**config.mk**
```make
export PLATFORM = sky130hd
export DESIGN_NAME = div_unit
export DESIGN_NICKNAME = d
export VERILOG_FILES = /design/src/rtl/pkg_tpu.sv /design/src/rtl/div_unit.sv
export SDC_FILE = /design/constraint.sdc
export NUM_CORES = 1
export LEC_CHECK = 0
export ABC_AREA = 1
export BUFFER_PORTS_ARGS = -buffer_cell sky130_fd_sc_hd__buf_2
export CAP_MARGIN = 20
export CORE_ASPECT_RATIO = 0.7
export CORE_UTILIZATION = 30
export DETAILED_ROUTE_END_ITERATION = 10
export PLACE_DENSITY_LB_ADDON = 0.12
export SYNTH_ARGS = -nofsm -noshare
export SYNTH_HDL_FRONTEND = slang
export SYNTH_SLANG_ARGS = --single-unit
```
**constraint.sdc**
```tcl
create_clock -name clock -period 2.6 [get_ports clock]
set_input_delay 0.13 -clock clock [delete_from_list [all_inputs] [get_ports clock]]
set_output_delay 0.13 -clock clock [all_outputs]
set_load 0.02 [all_outputs]
```
**src/rtl/pkg_tpu.sv**
```systemverilog
// Tensor-processor lane package
// Widths, opcode fields, the dual-view operand word and the issue number

package pkg_tpu;

	//////////////////////////////////////////////////////////////////////
	// Widths
	//////////////////////////////////////////////////////////////////////
	localparam int DATA_W	= 32;		// Operand width
	localparam int ISSUE_W	= 8;		// Issue number width
	localparam int DST_W	= 6;		// Destination register index
	localparam int HALF_W	= DATA_W / 2;
	localparam int SHAMT_W	= 5;		// Shift amount taken from src2

	// Issue number, counts up per accepted command and wraps
	typedef logic [ISSUE_W-1:0]		issue_no_t;

	//////////////////////////////////////////////////////////////////////
	// Opcode fields
	//////////////////////////////////////////////////////////////////////
	typedef logic [1:0]				op_type_t;
	typedef logic [1:0]				op_class_t;

	localparam op_type_t	ARITH	= 2'b00;
	localparam op_type_t	SHIFT	= 2'b10;	// 01 and 11 are reserved

	// Arithmetic classes
	localparam op_class_t	ADD		= 2'b00;	// a + b
	localparam op_class_t	MULADD	= 2'b01;	// a * b + c
	localparam op_class_t	DIV		= 2'b10;	// Unsigned a / b
	localparam op_class_t	REM		= 2'b11;	// Unsigned a mod b

	// Shift classes
	localparam op_class_t	SLL		= 2'b00;
	localparam op_class_t	SRL		= 2'b01;
	localparam op_class_t	SRA		= 2'b10;
	localparam op_class_t	ROR		= 2'b11;

	// Decoded operation, 5 bits
	typedef struct packed {
		op_type_t	op_type;
		op_class_t	op_class;
		logic		simd;		// Dual 16-bit mode for the multiply-add unit
	} op_t;

	//////////////////////////////////////////////////////////////////////
	// Operand word
	//////////////////////////////////////////////////////////////////////
	// One 32-bit word, read as a single integer or as two 16-bit lanes
	typedef union packed {
		logic signed [DATA_W-1:0]	word;
		struct packed {
			logic signed [HALF_W-1:0]	hi;
			logic signed [HALF_W-1:0]	lo;
		} half;
	} alu_word_u;

	// Divide by zero returns an all-ones quotient
	localparam logic [DATA_W-1:0]	DIV_ZERO_Q	= '1;

endpackage

```
**src/rtl/div_unit.sv**
```systemverilog
// Iterative integer divider
// Restoring radix-2 shift-subtract over 32 cycles, unsigned quotient or
// remainder into a result holding register

module div_unit (
	input	logic							clock,
	input	logic							rst_n,
	input	logic							start,
	input	pkg_tpu::op_t					op,
	input	logic [pkg_tpu::DST_W-1:0]		dst,
	input	pkg_tpu::issue_no_t				issue_no,
	input	logic [pkg_tpu::DATA_W-1:0]		a,
	input	logic [pkg_tpu::DATA_W-1:0]		b,
	input	logic							take,
	output	logic							ready_in,
	output	logic							valid,
	output	logic [pkg_tpu::DST_W-1:0]		res_dst,
	output	pkg_tpu::issue_no_t				res_issue_no,
	output	logic [pkg_tpu::DATA_W-1:0]		res_data
);

	localparam int W		= pkg_tpu::DATA_W;
	localparam int CNT_W	= $clog2(W);

	logic					run;				// Iterating
	logic [CNT_W-1:0]		cnt;
	logic					last;
	logic [W-1:0]			rem;
	logic [W-1:0]			quot;
	logic [W-1:0]			dvd;				// Original dividend
	logic [W-1:0]			dvs;
	logic					is_rem;
	logic [W:0]				shifted;
	logic [W:0]				diff;
	logic [W-1:0]			rem_nx;
	logic [W-1:0]			quot_nx;

	// One division at a time, held until written back
	assign ready_in	= ~run & ~valid;
	assign last		= run & (cnt == CNT_W'(W - 1));

	//////////////////////////////////////////////////////////////////////
	// One restoring step
	//////////////////////////////////////////////////////////////////////
	always_comb begin
		shifted	= {rem, quot[W-1]};
		diff	= shifted - {1'b0, dvs};
		if (diff[W]) begin						// Borrow, restore
			rem_nx	= shifted[W-1:0];
			quot_nx	= {quot[W-2:0], 1'b0};
		end else begin
			rem_nx	= diff[W-1:0];
			quot_nx	= {quot[W-2:0], 1'b1};
		end
	end

	// Control
	always_ff @(posedge clock) begin
		if (!rst_n) begin
			run		<= 1'b0;
			cnt		<= '0;
			valid	<= 1'b0;
		end else begin
			if (start) begin
				run	<= 1'b1;
				cnt	<= '0;
			end else if (run) begin
				cnt	<= cnt + 1'b1;
				if (last) begin
					run		<= 1'b0;
					valid	<= 1'b1;
				end
			end
			if (take)
				valid <= 1'b0;
		end
	end

	// Working registers
	always_ff @(posedge clock) begin
		if (start) begin
			rem		<= '0;
			quot	<= a;
			dvd		<= a;
			dvs		<= b;
			is_rem	<= (op.op_class == pkg_tpu::REM);
			res_dst			<= dst;
			res_issue_no	<= issue_no;
		end else if (run) begin
			rem		<= rem_nx;
			quot	<= quot_nx;
		end
	end

	//////////////////////////////////////////////////////////////////////
	// Holding register
	//////////////////////////////////////////////////////////////////////
	always_ff @(posedge clock) begin
		if (last) begin
			if (dvs == '0)
				res_data <= is_rem ? dvd : pkg_tpu::DIV_ZERO_Q;
			else
				res_data <= is_rem ? rem_nx : quot_nx;
		end
	end

	// A finished result and a running division never coexist
	a_valid_run: assert property (@(posedge clock) disable iff (!rst_n)
		!(valid && run));

endmodule

```
==> flow_summary.yaml <==
global_routing:
  grt_pass1_wl_um: 47200
  grt_pass1_vias: 8741
  grt_max_degree: 72
  grt_usage: 0.185
  antenna_found_initial: 1
  grt_overflow_total: 0
detailed_routing:
  drt-wirelength-per-cell_um: 15.4
  routed_wl_um: 30600
  postRouteAntennaNets: 0
  drc: 8
  drtIter0Drc: 704
  firstDrtPassIters: 8
  vias_per_cell: 4.54
  num_vias: 9042
setup_path:
  critPathMaxStageDelay_ps: 440
  crit_top_cell: "nand2_4"
  cpMaxStageDelayCell: "edfxtp_1"
  critical_path.top_delay_family: "simple AND/OR/NAND/NOR gates"
  cp_max_fo: 6
  r2r-start: "dvs[0]"
  worst_ep_required_time_ps: 2820
  cp.arrival_ps: 2770
  path_cells: "ha_4, fa_2, inv_2, nand2_2, nand2_2, nand3_2, nand2_4, nand2_4, nand2_4, nand2_4, nand3_4, nand2_8, clkbuf_16, nand2_1, nand3_2, nand2_1, nand2_1"
  worstSetupPathType: "reg -> reg"
  worstSetupEndpointType: "flop"
  startpoint_type: "flop"
  critPathLaunch: "dvs[0]"
  critPathBufInv: 2
yosys:
  synthSimpleGateAreaFrac: 0.270
  synth_cell_types: 34
  ys_ff_latch: 182
  syn_nets: 1389
  synth_fa_ha_area_frac: 0.0446
  synthMuxAreaShare: 0
  syn_inst: 1267
  yosys_warnings: 0
  netlist_area_mm2: 0.00998
  synth_compound_area_frac: 0.0662
  syn_avg_cell_area_um2: 7.88
  yosysSeqAreaShare: 0.509
  synthXorXnorAreaFrac: 0.0132
  synth_top_family_by_area: "simple AND/OR/NAND/NOR gates"
clock_network:
  cts_root_buf: "clkbuf_16"
  htreeDepth: 4
  cts-buffers-inserted: 17
  cts_max_path_buffers: 2
  insertion_delay_ps: 460
  clock-sinks: 182
  clk_pin_slew_ps: 80
  cts_tree: "built"
cells_and_area:
  area_growth_pct: 36.4
  nNetsFinal: 1672
  final_area_mm2: 0.0136
  instances_no_fill: 1990
  drive_gt1_frac: 0.218
  multiInputGateArea_mm2: 0.00436
  diodes: 0
  nFillCells: 3396
  finish.utilization: 0.418
  seq_area_mm2: 0.00507
sta:
  skew_ps: 10.4
  relSlewSlack: 0.476
  setup_ws_ps: 47.2
  layout_min_cycle_time_ps: 2550
  drv_slew: 0
  tightest_slew_ps: 778
  finalCritPeriodShare: 0.982
  finalHoldViolCount: 0
  setup_viol: 0
  maxClockFrequency_ghz: 0.392
  fin_tns_setup_ps: 0
  grt_setup_unrepaired: "true"
floorplan:
  die_x_um: 220
  io_pins: 135
  start_util: 0.307
  chipHeight_um: 155
  num_rows: 55
  design.core.area_mm2: 0.0326
  die-area_mm2: 0.0340
place:
  hpwl_um: 22800
  routabilityCongestion: 0.927
  place_ws_ps: -12.6
  place_inst: 1865
  placed_cell_area_mm2: 0.0116
  io_buffers: 131
run_status:
  status: "finished with violations"
  violations: "DRC"
worst_hold_path:
  hp-class: "in -> reg"
  hold_path_startpoint: "start"
power_and_ir_drop:
  p_leak_nw: 6.69
  powerDensity_mw_per_mm2: 510
  max-vdd-ir-drop_mv: 0.408
job:
  drv_cap: 0
## cell usage after synthesis, drive strengths merged
| library cell | count | area, µm² |
|---|---|---|
| nand2 | 475 | 1810 |
| a211oi | 1 | 7.51 |
| xor2 | 5 | 43.8 |
| nand3b | 4 | 30.0 |
| nand4 | 8 | 50.1 |
| fa | 1 | 20.0 |
| nor3 | 8 | 45.0 |
| nand3 | 88 | 445 |
| and3 | 1 | 6.26 |
| dfxtp | 39 | 781 |
| nor4 | 8 | 50.1 |
| buf | 9 | 67.6 |
| and2 | 2 | 12.5 |
| clkbuf | 25 | 93.8 |
| xnor2 | 10 | 87.6 |
| a31oi | 1 | 6.26 |
| a21oi | 66 | 334 |
| o21ai | 55 | 275 |
| edfxtp | 143 | 4290 |
| nor2 | 64 | 245 |
| inv | 215 | 807 |
| a21o | 3 | 22.5 |
| ha | 34 | 425 |
| o21bai | 2 | 15.0 |
## repair_timing
item	in CTS	in global routing
cloned	0	2
setup buffers	0	8
endpoints found under the setup margin	11	60
hold buffers	83	0
hold endpoints to repair	110	0
pin swaps	1	28
resized for setup	3	102
## layout by cell type (no fill, tap or decap), types with 31 or more instances in the layout
cell type,n
nand2_1,428
inv_1,213
edfxtp_1,143
buf_2,130
dlygate4sd3_1,83
buf_4,74
nand3_1,68
a21oi_1,58
nor2_1,56
o21ai_0,51
dfxtp_1,39
nand2_2,31
## path summary, 6_finish.rpt
path | endpoint | slack [ps] | cells past startpoint
setup reg to reg | res_data[27] | 50 | 17
hold / removal | dvd[10] | 80 | 1
setup / recovery | res_data[27] | 50 | 17
hold reg to reg | cnt[4] | 470 | 2
## flip-flops by register name (all words and copies together), names as in the netlist
signal and count:
dvd 32, dvs 32, quot 32, rem 32, res_data 32, res_issue_no 8
res_dst 6, cnt 5, is_rem 1, run 1, valid 1
## worst register-to-register path: stages, from the launching register on
cell and delay, ps:
edfxtp_1 440, ha_4 200, fa_2 390, inv_2 80, nand2_2 50, nand2_2 60
nand3_2 80, nand2_4 100, nand2_4 60, nand2_4 70, nand2_4 70, nand3_4 120
nand2_8 110, clkbuf_16 190, nand2_1 100, nand3_2 70, nand2_1 70, nand2_1 40
## layer usage
layer,routed length (µm),GRT usage,vias to the layer above
met5,0,0,-
met4,417,0.0516,0
met3,1720,0.0397,28
met2,13200,0.278,189
met1,15300,0.266,4213
li1,-,-,4612
## layout make-up
| type | count | share of cell area |
|---|---|---|
| Clock buffer | 17 | 0.0313 |
| Clock inverter | 15 | 0.0129 |
| Inverter | 215 | 0.0593 |
| Multi-Input combinational cell | 836 | 0.320 |
| Sequential cell | 182 | 0.373 |
| Tap cell | 427 | 0.0393 |
| Timing Repair Buffer | 298 | 0.164 |
## through the flow
stage                     hold slack (ps)  total power [mW]
after floorplan                       209              3.83
after global placement                299              4.17
after detailed placement              303              4.17
after CTS                            60.0              6.97
after global routing                 71.7              7.24
final                                83.2              6.94
## kinds of logic after synthesis
group / Yosys count
xor gates and xnor gates: 15
AOI/OAI and AO/OA: 128
and+or+nand+nor: 658
buffers and inverters: 249
adders and majority gates: 35
DFF: 182
## power breakdown
part           internal [mW]  switching, mW  leakage (nW)
sequential              3.32         0.0582          1.71
clock                   1.31           1.38         0.291
combinational          0.376          0.498          4.69
(Power assumes the default switching activity.)
