--- src/rtl/pkg_tpu.sv ---
// Tensor-processor lane package
// Widths, opcode fields, the dual-view operand word and the issue number

package pkg_tpu;

	//////////////////////////////////////////////////////////////////////
	// Widths
	//////////////////////////////////////////////////////////////////////
	localparam int DATA_W	= 32;		// Operand width
	localparam int ISSUE_W	= 8;		// Issue number width
	localparam int DST_W	= 6;		// Destination register index
	localparam int HALF_W	= DATA_W / 2;
	localparam int SHAMT_W	= 5;		// Shift amount taken from src2

	// Issue number, counts up per accepted command and wraps
	typedef logic [ISSUE_W-1:0]		issue_no_t;

	//////////////////////////////////////////////////////////////////////
	// Opcode fields
	//////////////////////////////////////////////////////////////////////
	typedef logic [1:0]				op_type_t;
	typedef logic [1:0]				op_class_t;

	localparam op_type_t	ARITH	= 2'b00;
	localparam op_type_t	SHIFT	= 2'b10;	// 01 and 11 are reserved

	// Arithmetic classes
	localparam op_class_t	ADD		= 2'b00;	// a + b
	localparam op_class_t	MULADD	= 2'b01;	// a * b + c
	localparam op_class_t	DIV		= 2'b10;	// Unsigned a / b
	localparam op_class_t	REM		= 2'b11;	// Unsigned a mod b

	// Shift classes
	localparam op_class_t	SLL		= 2'b00;
	localparam op_class_t	SRL		= 2'b01;
	localparam op_class_t	SRA		= 2'b10;
	localparam op_class_t	ROR		= 2'b11;

	// Decoded operation, 5 bits
	typedef struct packed {
		op_type_t	op_type;
		op_class_t	op_class;
		logic		simd;		// Dual 16-bit mode for the multiply-add unit
	} op_t;

	//////////////////////////////////////////////////////////////////////
	// Operand word
	//////////////////////////////////////////////////////////////////////
	// One 32-bit word, read as a single integer or as two 16-bit lanes
	typedef union packed {
		logic signed [DATA_W-1:0]	word;
		struct packed {
			logic signed [HALF_W-1:0]	hi;
			logic signed [HALF_W-1:0]	lo;
		} half;
	} alu_word_u;

	// Divide by zero returns an all-ones quotient
	localparam logic [DATA_W-1:0]	DIV_ZERO_Q	= '1;

endpackage

--- src/rtl/srl_unit.sv ---
// Shift and rotate unit
// Single-cycle barrel shifter for SLL, SRL, SRA and ROR into a holding register

module srl_unit (
	input	logic							clock,
	input	logic							rst_n,
	input	logic							start,
	input	pkg_tpu::op_t					op,
	input	logic [pkg_tpu::DST_W-1:0]		dst,
	input	pkg_tpu::issue_no_t				issue_no,
	input	logic [pkg_tpu::DATA_W-1:0]		a,
	input	logic [pkg_tpu::DATA_W-1:0]		b,
	input	logic							take,
	output	logic							ready_in,
	output	logic							valid,
	output	logic [pkg_tpu::DST_W-1:0]		res_dst,
	output	pkg_tpu::issue_no_t				res_issue_no,
	output	logic [pkg_tpu::DATA_W-1:0]		res_data
);

	localparam int W = pkg_tpu::DATA_W;

	logic [pkg_tpu::SHAMT_W-1:0]	amt;
	logic [2*W-1:0]					rot;
	logic [W-1:0]					sh;

	assign ready_in	= ~valid | take;			// Take and refill in one cycle
	assign amt		= b[pkg_tpu::SHAMT_W-1:0];
	assign rot		= {a, a} >> amt;

	always_comb begin
		case (op.op_class)
			pkg_tpu::SLL:	sh = a << amt;
			pkg_tpu::SRL:	sh = a >> amt;
			pkg_tpu::SRA:	sh = $signed(a) >>> amt;
			default:		sh = rot[W-1:0];		// ROR
		endcase
	end

	always_ff @(posedge clock) begin
		if (!rst_n)
			valid <= 1'b0;
		else if (start)
			valid <= 1'b1;
		else if (take)
			valid <= 1'b0;
	end

	always_ff @(posedge clock) begin
		if (start) begin
			res_data		<= sh;
			res_dst			<= dst;
			res_issue_no	<= issue_no;
		end
	end

	a_start_ready: assert property (@(posedge clock) disable iff (!rst_n)
		start |-> ready_in);

endmodule

--- config.mk ---
export PLATFORM = sky130hd
export DESIGN_NAME = srl_unit
export DESIGN_NICKNAME = d
export VERILOG_FILES = /design/src/rtl/pkg_tpu.sv /design/src/rtl/srl_unit.sv
export SDC_FILE = /design/constraint.sdc
export NUM_CORES = 1
export LEC_CHECK = 0
export BUFFER_PORTS_ARGS = -buffer_cell sky130_fd_sc_hd__buf_2
export CORE_MARGIN = 2
export CORE_UTILIZATION = 45
export CTS_CLUSTER_SIZE = 40
export DETAILED_ROUTE_END_ITERATION = 8
export PLACE_DENSITY = 0.75
export SETUP_SLACK_MARGIN = 0.2
export SYNTH_ARGS = -nofsm -noshare
export SYNTH_HDL_FRONTEND = slang
export SYNTH_SLANG_ARGS = --single-unit
--- constraint.sdc ---
create_clock -name clock -period 2.2 [get_ports clock]
set_clock_uncertainty 0.05 [all_clocks]
set_input_delay 0 -clock clock [delete_from_list [all_inputs] [get_ports clock]]
set_output_delay 0 -clock clock [all_outputs]
set_load 0.02 [all_outputs]
==> results.json, run 1 <==
{
  "start_util": 0.463,
  "p_int_w": 0.00249,
  "power_frac_comb": 0.495,
  "tightest_slew_ns": 0.930,
  "power_density_nw_per_um2": 493,
  "synth_seq_cells": 47,
  "die_area_sq_um": 14600,
  "startpoint_type": "primary input",
  "worst_hold_slack_ns": 0.120,
  "final_common_cell": "buf_4",
  "status": "complete, no violations",
  "cap_violations": 0,
  "die_w_um": 121,
  "fin_nets": 940,
  "ir_drop_mv": 0.267,
  "postSynthCellCount": 653,
  "routed_via_density": 6.70,
  "grt-ovfl-total": 0,
  "finalCriticalPeriod_ns": 2.06,
  "finalInstanceArea_sq_um": 8080,
  "mostFrequentLayoutCells": "buf_4, buf_2, nor2_1",
  "grt_setup_unrepaired": "yes",
  "first_iter_violations": 637,
  "cts_max_level": 2,
  "boundaryPins": 135,
  "area_delta_synth_final_pct": 31.4,
  "p_sw_w": 0.00149,
  "fp.dieH_um": 121,
  "drc": 0,
  "crit_fanout": 11,
  "vias": 6901,
  "switching_share": 0.373,
  "first_pass_iters": 5,
  "required_ns": 2.19,
  "gp_congestion": 1.05,
  "numPortBuffers": 104,
  "synth_flop_cell": "edfxtp_1",
  "antenna_left": 0,
  "r2r_setup_slack_ns": 0.99,
  "synth_edf_count": 46,
  "post-route-period-util": 0.936,
  "relSlewSlack": 0.378,
  "postSynthAreaPerCell_sq_um": 9.42,
  "grt_max_degree": 43,
  "dp_hpwl_um": 20700,
  "synth_fp_nets": 740,
  "synthArstFlopShare": 0,
  "diodes": 0,
  "cts_max_path_buffers": 2,
  "antenna_found_initial": 0,
  "endpoint_kind": "register",
  "clk_pin_slew_ns": 0.07,
  "yosys_warnings": 0,
  "wl_per_cell_um": 25.6,
  "hold_path_class": "in -> reg",
  "hold_violations": 0,
  "ys_top_cells_by_area": "edfxtp_1, mux4_2, mux2i_1",
  "p_leak_nw": 3.32,
  "rows": 42,
  "seqCellArea_sq_um": 1400,
  "grt_pass1_vias": 6394,
  "drv_slew": 0,
  "clockPowerShare": 0.221,
  "postPlaceCellArea_sq_um": 7660,
  "drive_above_1_share": 0.410,
  "setup_viol": 0,
  "grt_usage": 0.355,
  "cp.arrival_ns": 2.05,
  "yosysTopAreaCell": "edfxtp_1",
  "synth_area_sq_um": 6150,
  "power_frac_seq": 0.285,
  "multi_input_area_sq_um": 4400,
  "cts-root-buf": "clkbuf_16",
  "path_class": "in -> reg",
  "nFillCells": 1160,
  "numCtsBuffers": 5,
  "cts_tree": "done",
  "clock_latency_ns": 0.28,
  "grt_pass1_wl_um": 39200,
  "drt-total-wl_um": 26300,
  "core-area_sq_um": 13300,
  "clock_sinks": 47,
  "seq_area_frac_synth": 0.228,
  "fmax_mhz": 486,
  "synth_cell_types": 58,
  "yosysTopAreaCellShare": 0.225
}
[timing repair]
action,in CTS,in global routing
hold buffers,16,0
resized for setup,4,26
endpoints found under the hold margin,15,0
setup endpoints to repair,11,18
setup buffers,0,0
[cells in the mapped netlist (all sizes together), types with 4 or more instances]
cell type,count
clkbuf,36
nand3,14
a31oi,9
inv,10
nand2b,6
o211ai,4
a221oi,9
a311oi,4
o221ai,15
a211oi,14
or2,4
o22ai,9
o21ai,23
edfxtp,46
nor2,98
mux2i,64
nor3,16
o21a,7
buf,35
mux2,23
mux4,57
a21oi,50
o311ai,5
and2,4
nand2,48
[stage by stage]
stage | cells | utilization | setup WS, ns | total power (W) | TNS, ns
CTS | 1030 | 0.602 | 0.208 | 0.00390 | 0
detailed placement | 1006 | 0.576 | -0.222 | 0.00300 | -2.59
global route | 1030 | 0.608 | 0.00173 | 0.00413 | 0
finish | 1030 | 0.608 | 0.141 | 0.00398 | 0
floorplan | 653 | - | 0.211 | 0.00220 | 0
global placement | 1006 | 0.576 | -0.234 | 0.00299 | -1.81
[layout make-up]
class | instances | area share
multi-input combinational | 525 | 0.545
timing repair buffer | 264 | 0.229
inverter | 10 | 0.00464
sequential | 47 | 0.173
tap | 176 | 0.0272
clock inverter | 3 | 0.00573
clock buffer | 5 | 0.0155
[worst paths after layout]
path | start | to | cells past startpoint
max | b[0] | res_data[9] | 8
min reg2reg | valid | valid | 3
max reg2reg | valid | valid | 3
min | start | res_data[23] | 1
[sequential cells by signal (all words and copies together), names as in the netlist]
register and cells:
res_data 32, res_dst 6, res_issue_no 8, valid 1
[per-layer routing]
| metal | share of wire | GRT usage | vias up |
|---|---|---|---|
| li1 | - | - | 2979 |
| met1 | 0.39 | 0.480 | 3315 |
| met2 | 0.45 | 0.550 | 511 |
| met3 | 0.11 | 0.0775 | 96 |
| met4 | 0.050 | 0.153 | 0 |
| met5 | 0 | 0 | - |
[power groups by stage]
stage / Combinational [W] / Clock, W / Sequential, W
after detailed placement: 0.00185 / 0 / 0.00115
after floorplan: 0.000915 / 0 / 0.00128
after global routing: 0.00207 / 0.000920 / 0.00114
final: 0.00197 / 0.000878 / 0.00113
after global placement: 0.00184 / 0 / 0.00115
after CTS: 0.00188 / 0.000892 / 0.00113
[kinds of logic after synthesis]
logic type,count (synthesis),synth area share
AO/OA/AOI/OAI,181,0.202
buffers and inverters,81,0.0691
flip-flops,47,0.228
multiplexers,144,0.363
AND/OR/NAND/NOR,200,0.138
[critical path: stages]
cell and delay (ns):
buf_4 0.17, buf_4 0.17, mux4_1 0.59, and2_1 0.22
a211oi_1 0.43, o221ai_2 0.20, o22ai_1 0.18, nor2_1 0.06
Power figures use the tool's default switching activity.
==> inputs of run 2 (changes only) <==
- CTS_BUF_LIST: unset -> sky130_fd_sc_hd__clkbuf_8
==> run 2 against run 1 <==
  * Maximum frequency is 0.75% lower
  * Clock power is 25% lower
  * Die area stayed put
  * Largest cell class unchanged
  * Sequential cell count stayed put
  * Combinational power hardly changed
  * Critical path type unchanged
  * Sequential share of layout area is 0.16 points higher
  * Worst setup slack worse by 0.016 ns
  * Utilization is 0.56 points lower
==> results.json, run 2 (synthesis results as in run 1) <==
{
  "crit_start": "b[0]",
  "cts_max_path_buffers": 2,
  "postPlaceCellArea_sq_um": 7660,
  "vias": 6887,
  "wl_per_cell_um": 25.6,
  "area_delta_synth_final_pct": 30.1,
  "diodes": 0,
  "worst_hold_slack_ns": 0.0913,
  "hold_path_class": "in -> reg",
  "ir_drop_mv": 0.294,
  "setup_ws_ns": 0.126,
  "startpoint_type": "primary input",
  "post-route-period-util": 0.943,
  "gp_congestion": 1.05,
  "grt_setup_unrepaired": "yes",
  "drc": 0,
  "first_iter_violations": 797,
  "antenna_found_initial": 1,
  "hold_violations": 0,
  "clock_sinks": 47,
  "dp_hpwl_um": 20700,
  "dp_slack_ns": -0.222,
  "first_pass_iters": 6,
  "min_from": "start",
  "clock_latency_ns": 0.30,
  "cp.arrival_ns": 2.09,
  "rows": 42,
  "cap_violations": 0,
  "setup_viol": 0,
  "status": "complete, no violations",
  "drv_slew": 0,
  "crit_fanout": 11,
  "reg2reg_depth": 3,
  "numPortBuffers": 104,
  "grt_pass1_wl_um": 39400,
  "grt_pass1_vias": 6392,
  "reg_top3": "res_data (32), res_issue_no (8), res_dst (6)",
  "routed_via_density": 6.69,
  "clk_pin_slew_ns": 0.10,
  "cp_top_family": "compound AO/OA/AOI/OAI gates",
  "r2r_start": "valid",
  "r2r_setup_slack_ns": 0.98,
  "final_common_cell": "buf_4",
  "die_area_sq_um": 14600,
  "fp.dieH_um": 121,
  "top_register": "res_data",
  "core-area_sq_um": 13300,
  "numCtsBuffers": 5,
  "start_util": 0.463,
  "die_w_um": 121,
  "grt-ovfl-total": 0,
  "finalInstanceArea_sq_um": 8010,
  "required_ns": 2.21,
  "largest_reg_flops": 32,
  "antenna_left": 0,
  "grt_max_degree": 43,
  "path_cells": "buf_4 > buf_4 > mux4_1 > and2_1 > a211oi_1 > o221ai_2 > o22ai_1 > nor2_1",
  "crit_buf_inv": 2,
  "p_leak_nw": 3.30,
  "mostFrequentLayoutCells": "buf_4, buf_2, nor2_1",
  "relSlewSlack": 0.376,
  "tightest_slew_ns": 0.932,
  "fmax_mhz": 482,
  "drt-total-wl_um": 26400,
  "cts_tree": "done",
  "drive_above_1_share": 0.404,
  "max_stage_delay_ns": 0.60,
  "boundaryPins": 135,
  "grt_usage": 0.355,
  "endpoint_kind": "register",
  "whs_path_depth": 1,
  "finalCriticalPeriod_ns": 2.07,
  "r2r-end": "valid",
  "path_class": "in -> reg",
  "power_density_nw_per_um2": 469,
  "worstHoldEndpoint": "res_data[23]",
  "fin_nets": 940,
  "cpMaxStageDelayCell": "mux4_1",
  "cts-root-buf": "clkbuf_8",
  "cts_max_level": 2,
  "crit_top_cell": "buf_4",
  "cts_setup_buffers": 0
}
[run 2: cell counts in the layout (fill, tap and decap cells not counted)]
Identical to the previous run, type by type.
[run 2: final cells by class]
| type | count | area (sq um) |
|---|---|---|
| Fill cell | 1174 | 5290 |
| Multi-Input combinational cell | 525 | 4390 |
| Timing Repair Buffer | 264 | 1850 |
| Sequential cell | 47 | 1400 |
| Tap cell | 176 | 220 |
| Clock buffer | 5 | 68.8 |
| Clock inverter | 3 | 46.3 |
| Inverter | 10 | 37.5 |
[run 2: worst max-delay path by stage]
stage               cells after the start           end
global placement                        9  res_data[31]
floorplan                               7  res_data[22]
global route                            8   res_data[9]
CTS                                     7  res_data[31]
detailed placement                      7  res_data[31]
finish                                  8   res_data[9]
[run 2: where the power goes]
| part | internal [W] | switching [W] |
|---|---|---|
| Sequential | 0.00110 | 0.0000265 |
| Combinational | 0.000844 | 0.00112 |
| Clock | 0.000343 | 0.000318 |
[run 2: routing by layer]
metal	global-route usage	vias to the layer above	wire length, um
met4	0.104	0	813
met1	0.488	3310	10500
met5	0	-	0
met3	0.0653	61	3030
met2	0.573	528	12100
li1	-	2988	-
[run 2: per-stage QoR]
stage | cells | total power (W) | setup TNS [ns] | util
CTS | 1030 | 0.00368 | 0 | 0.598
global route | 1030 | 0.00390 | 0 | 0.602
global placement | 1006 | 0.00299 | -1.81 | 0.576
detailed placement | 1006 | 0.00300 | -2.59 | 0.576
finish | 1030 | 0.00375 | 0 | 0.602
floorplan | 653 | 0.00220 | 0 | -
[run 2: timing repair]
| item | 4_1_cts | 5_1_grt |
|---|---|---|
| gates resized for setup | 3 | 21 |
| setup endpoints to repair | 8 | 17 |
| endpoints found under the hold margin | 15 | 0 |
| hold buffers | 16 | 0 |
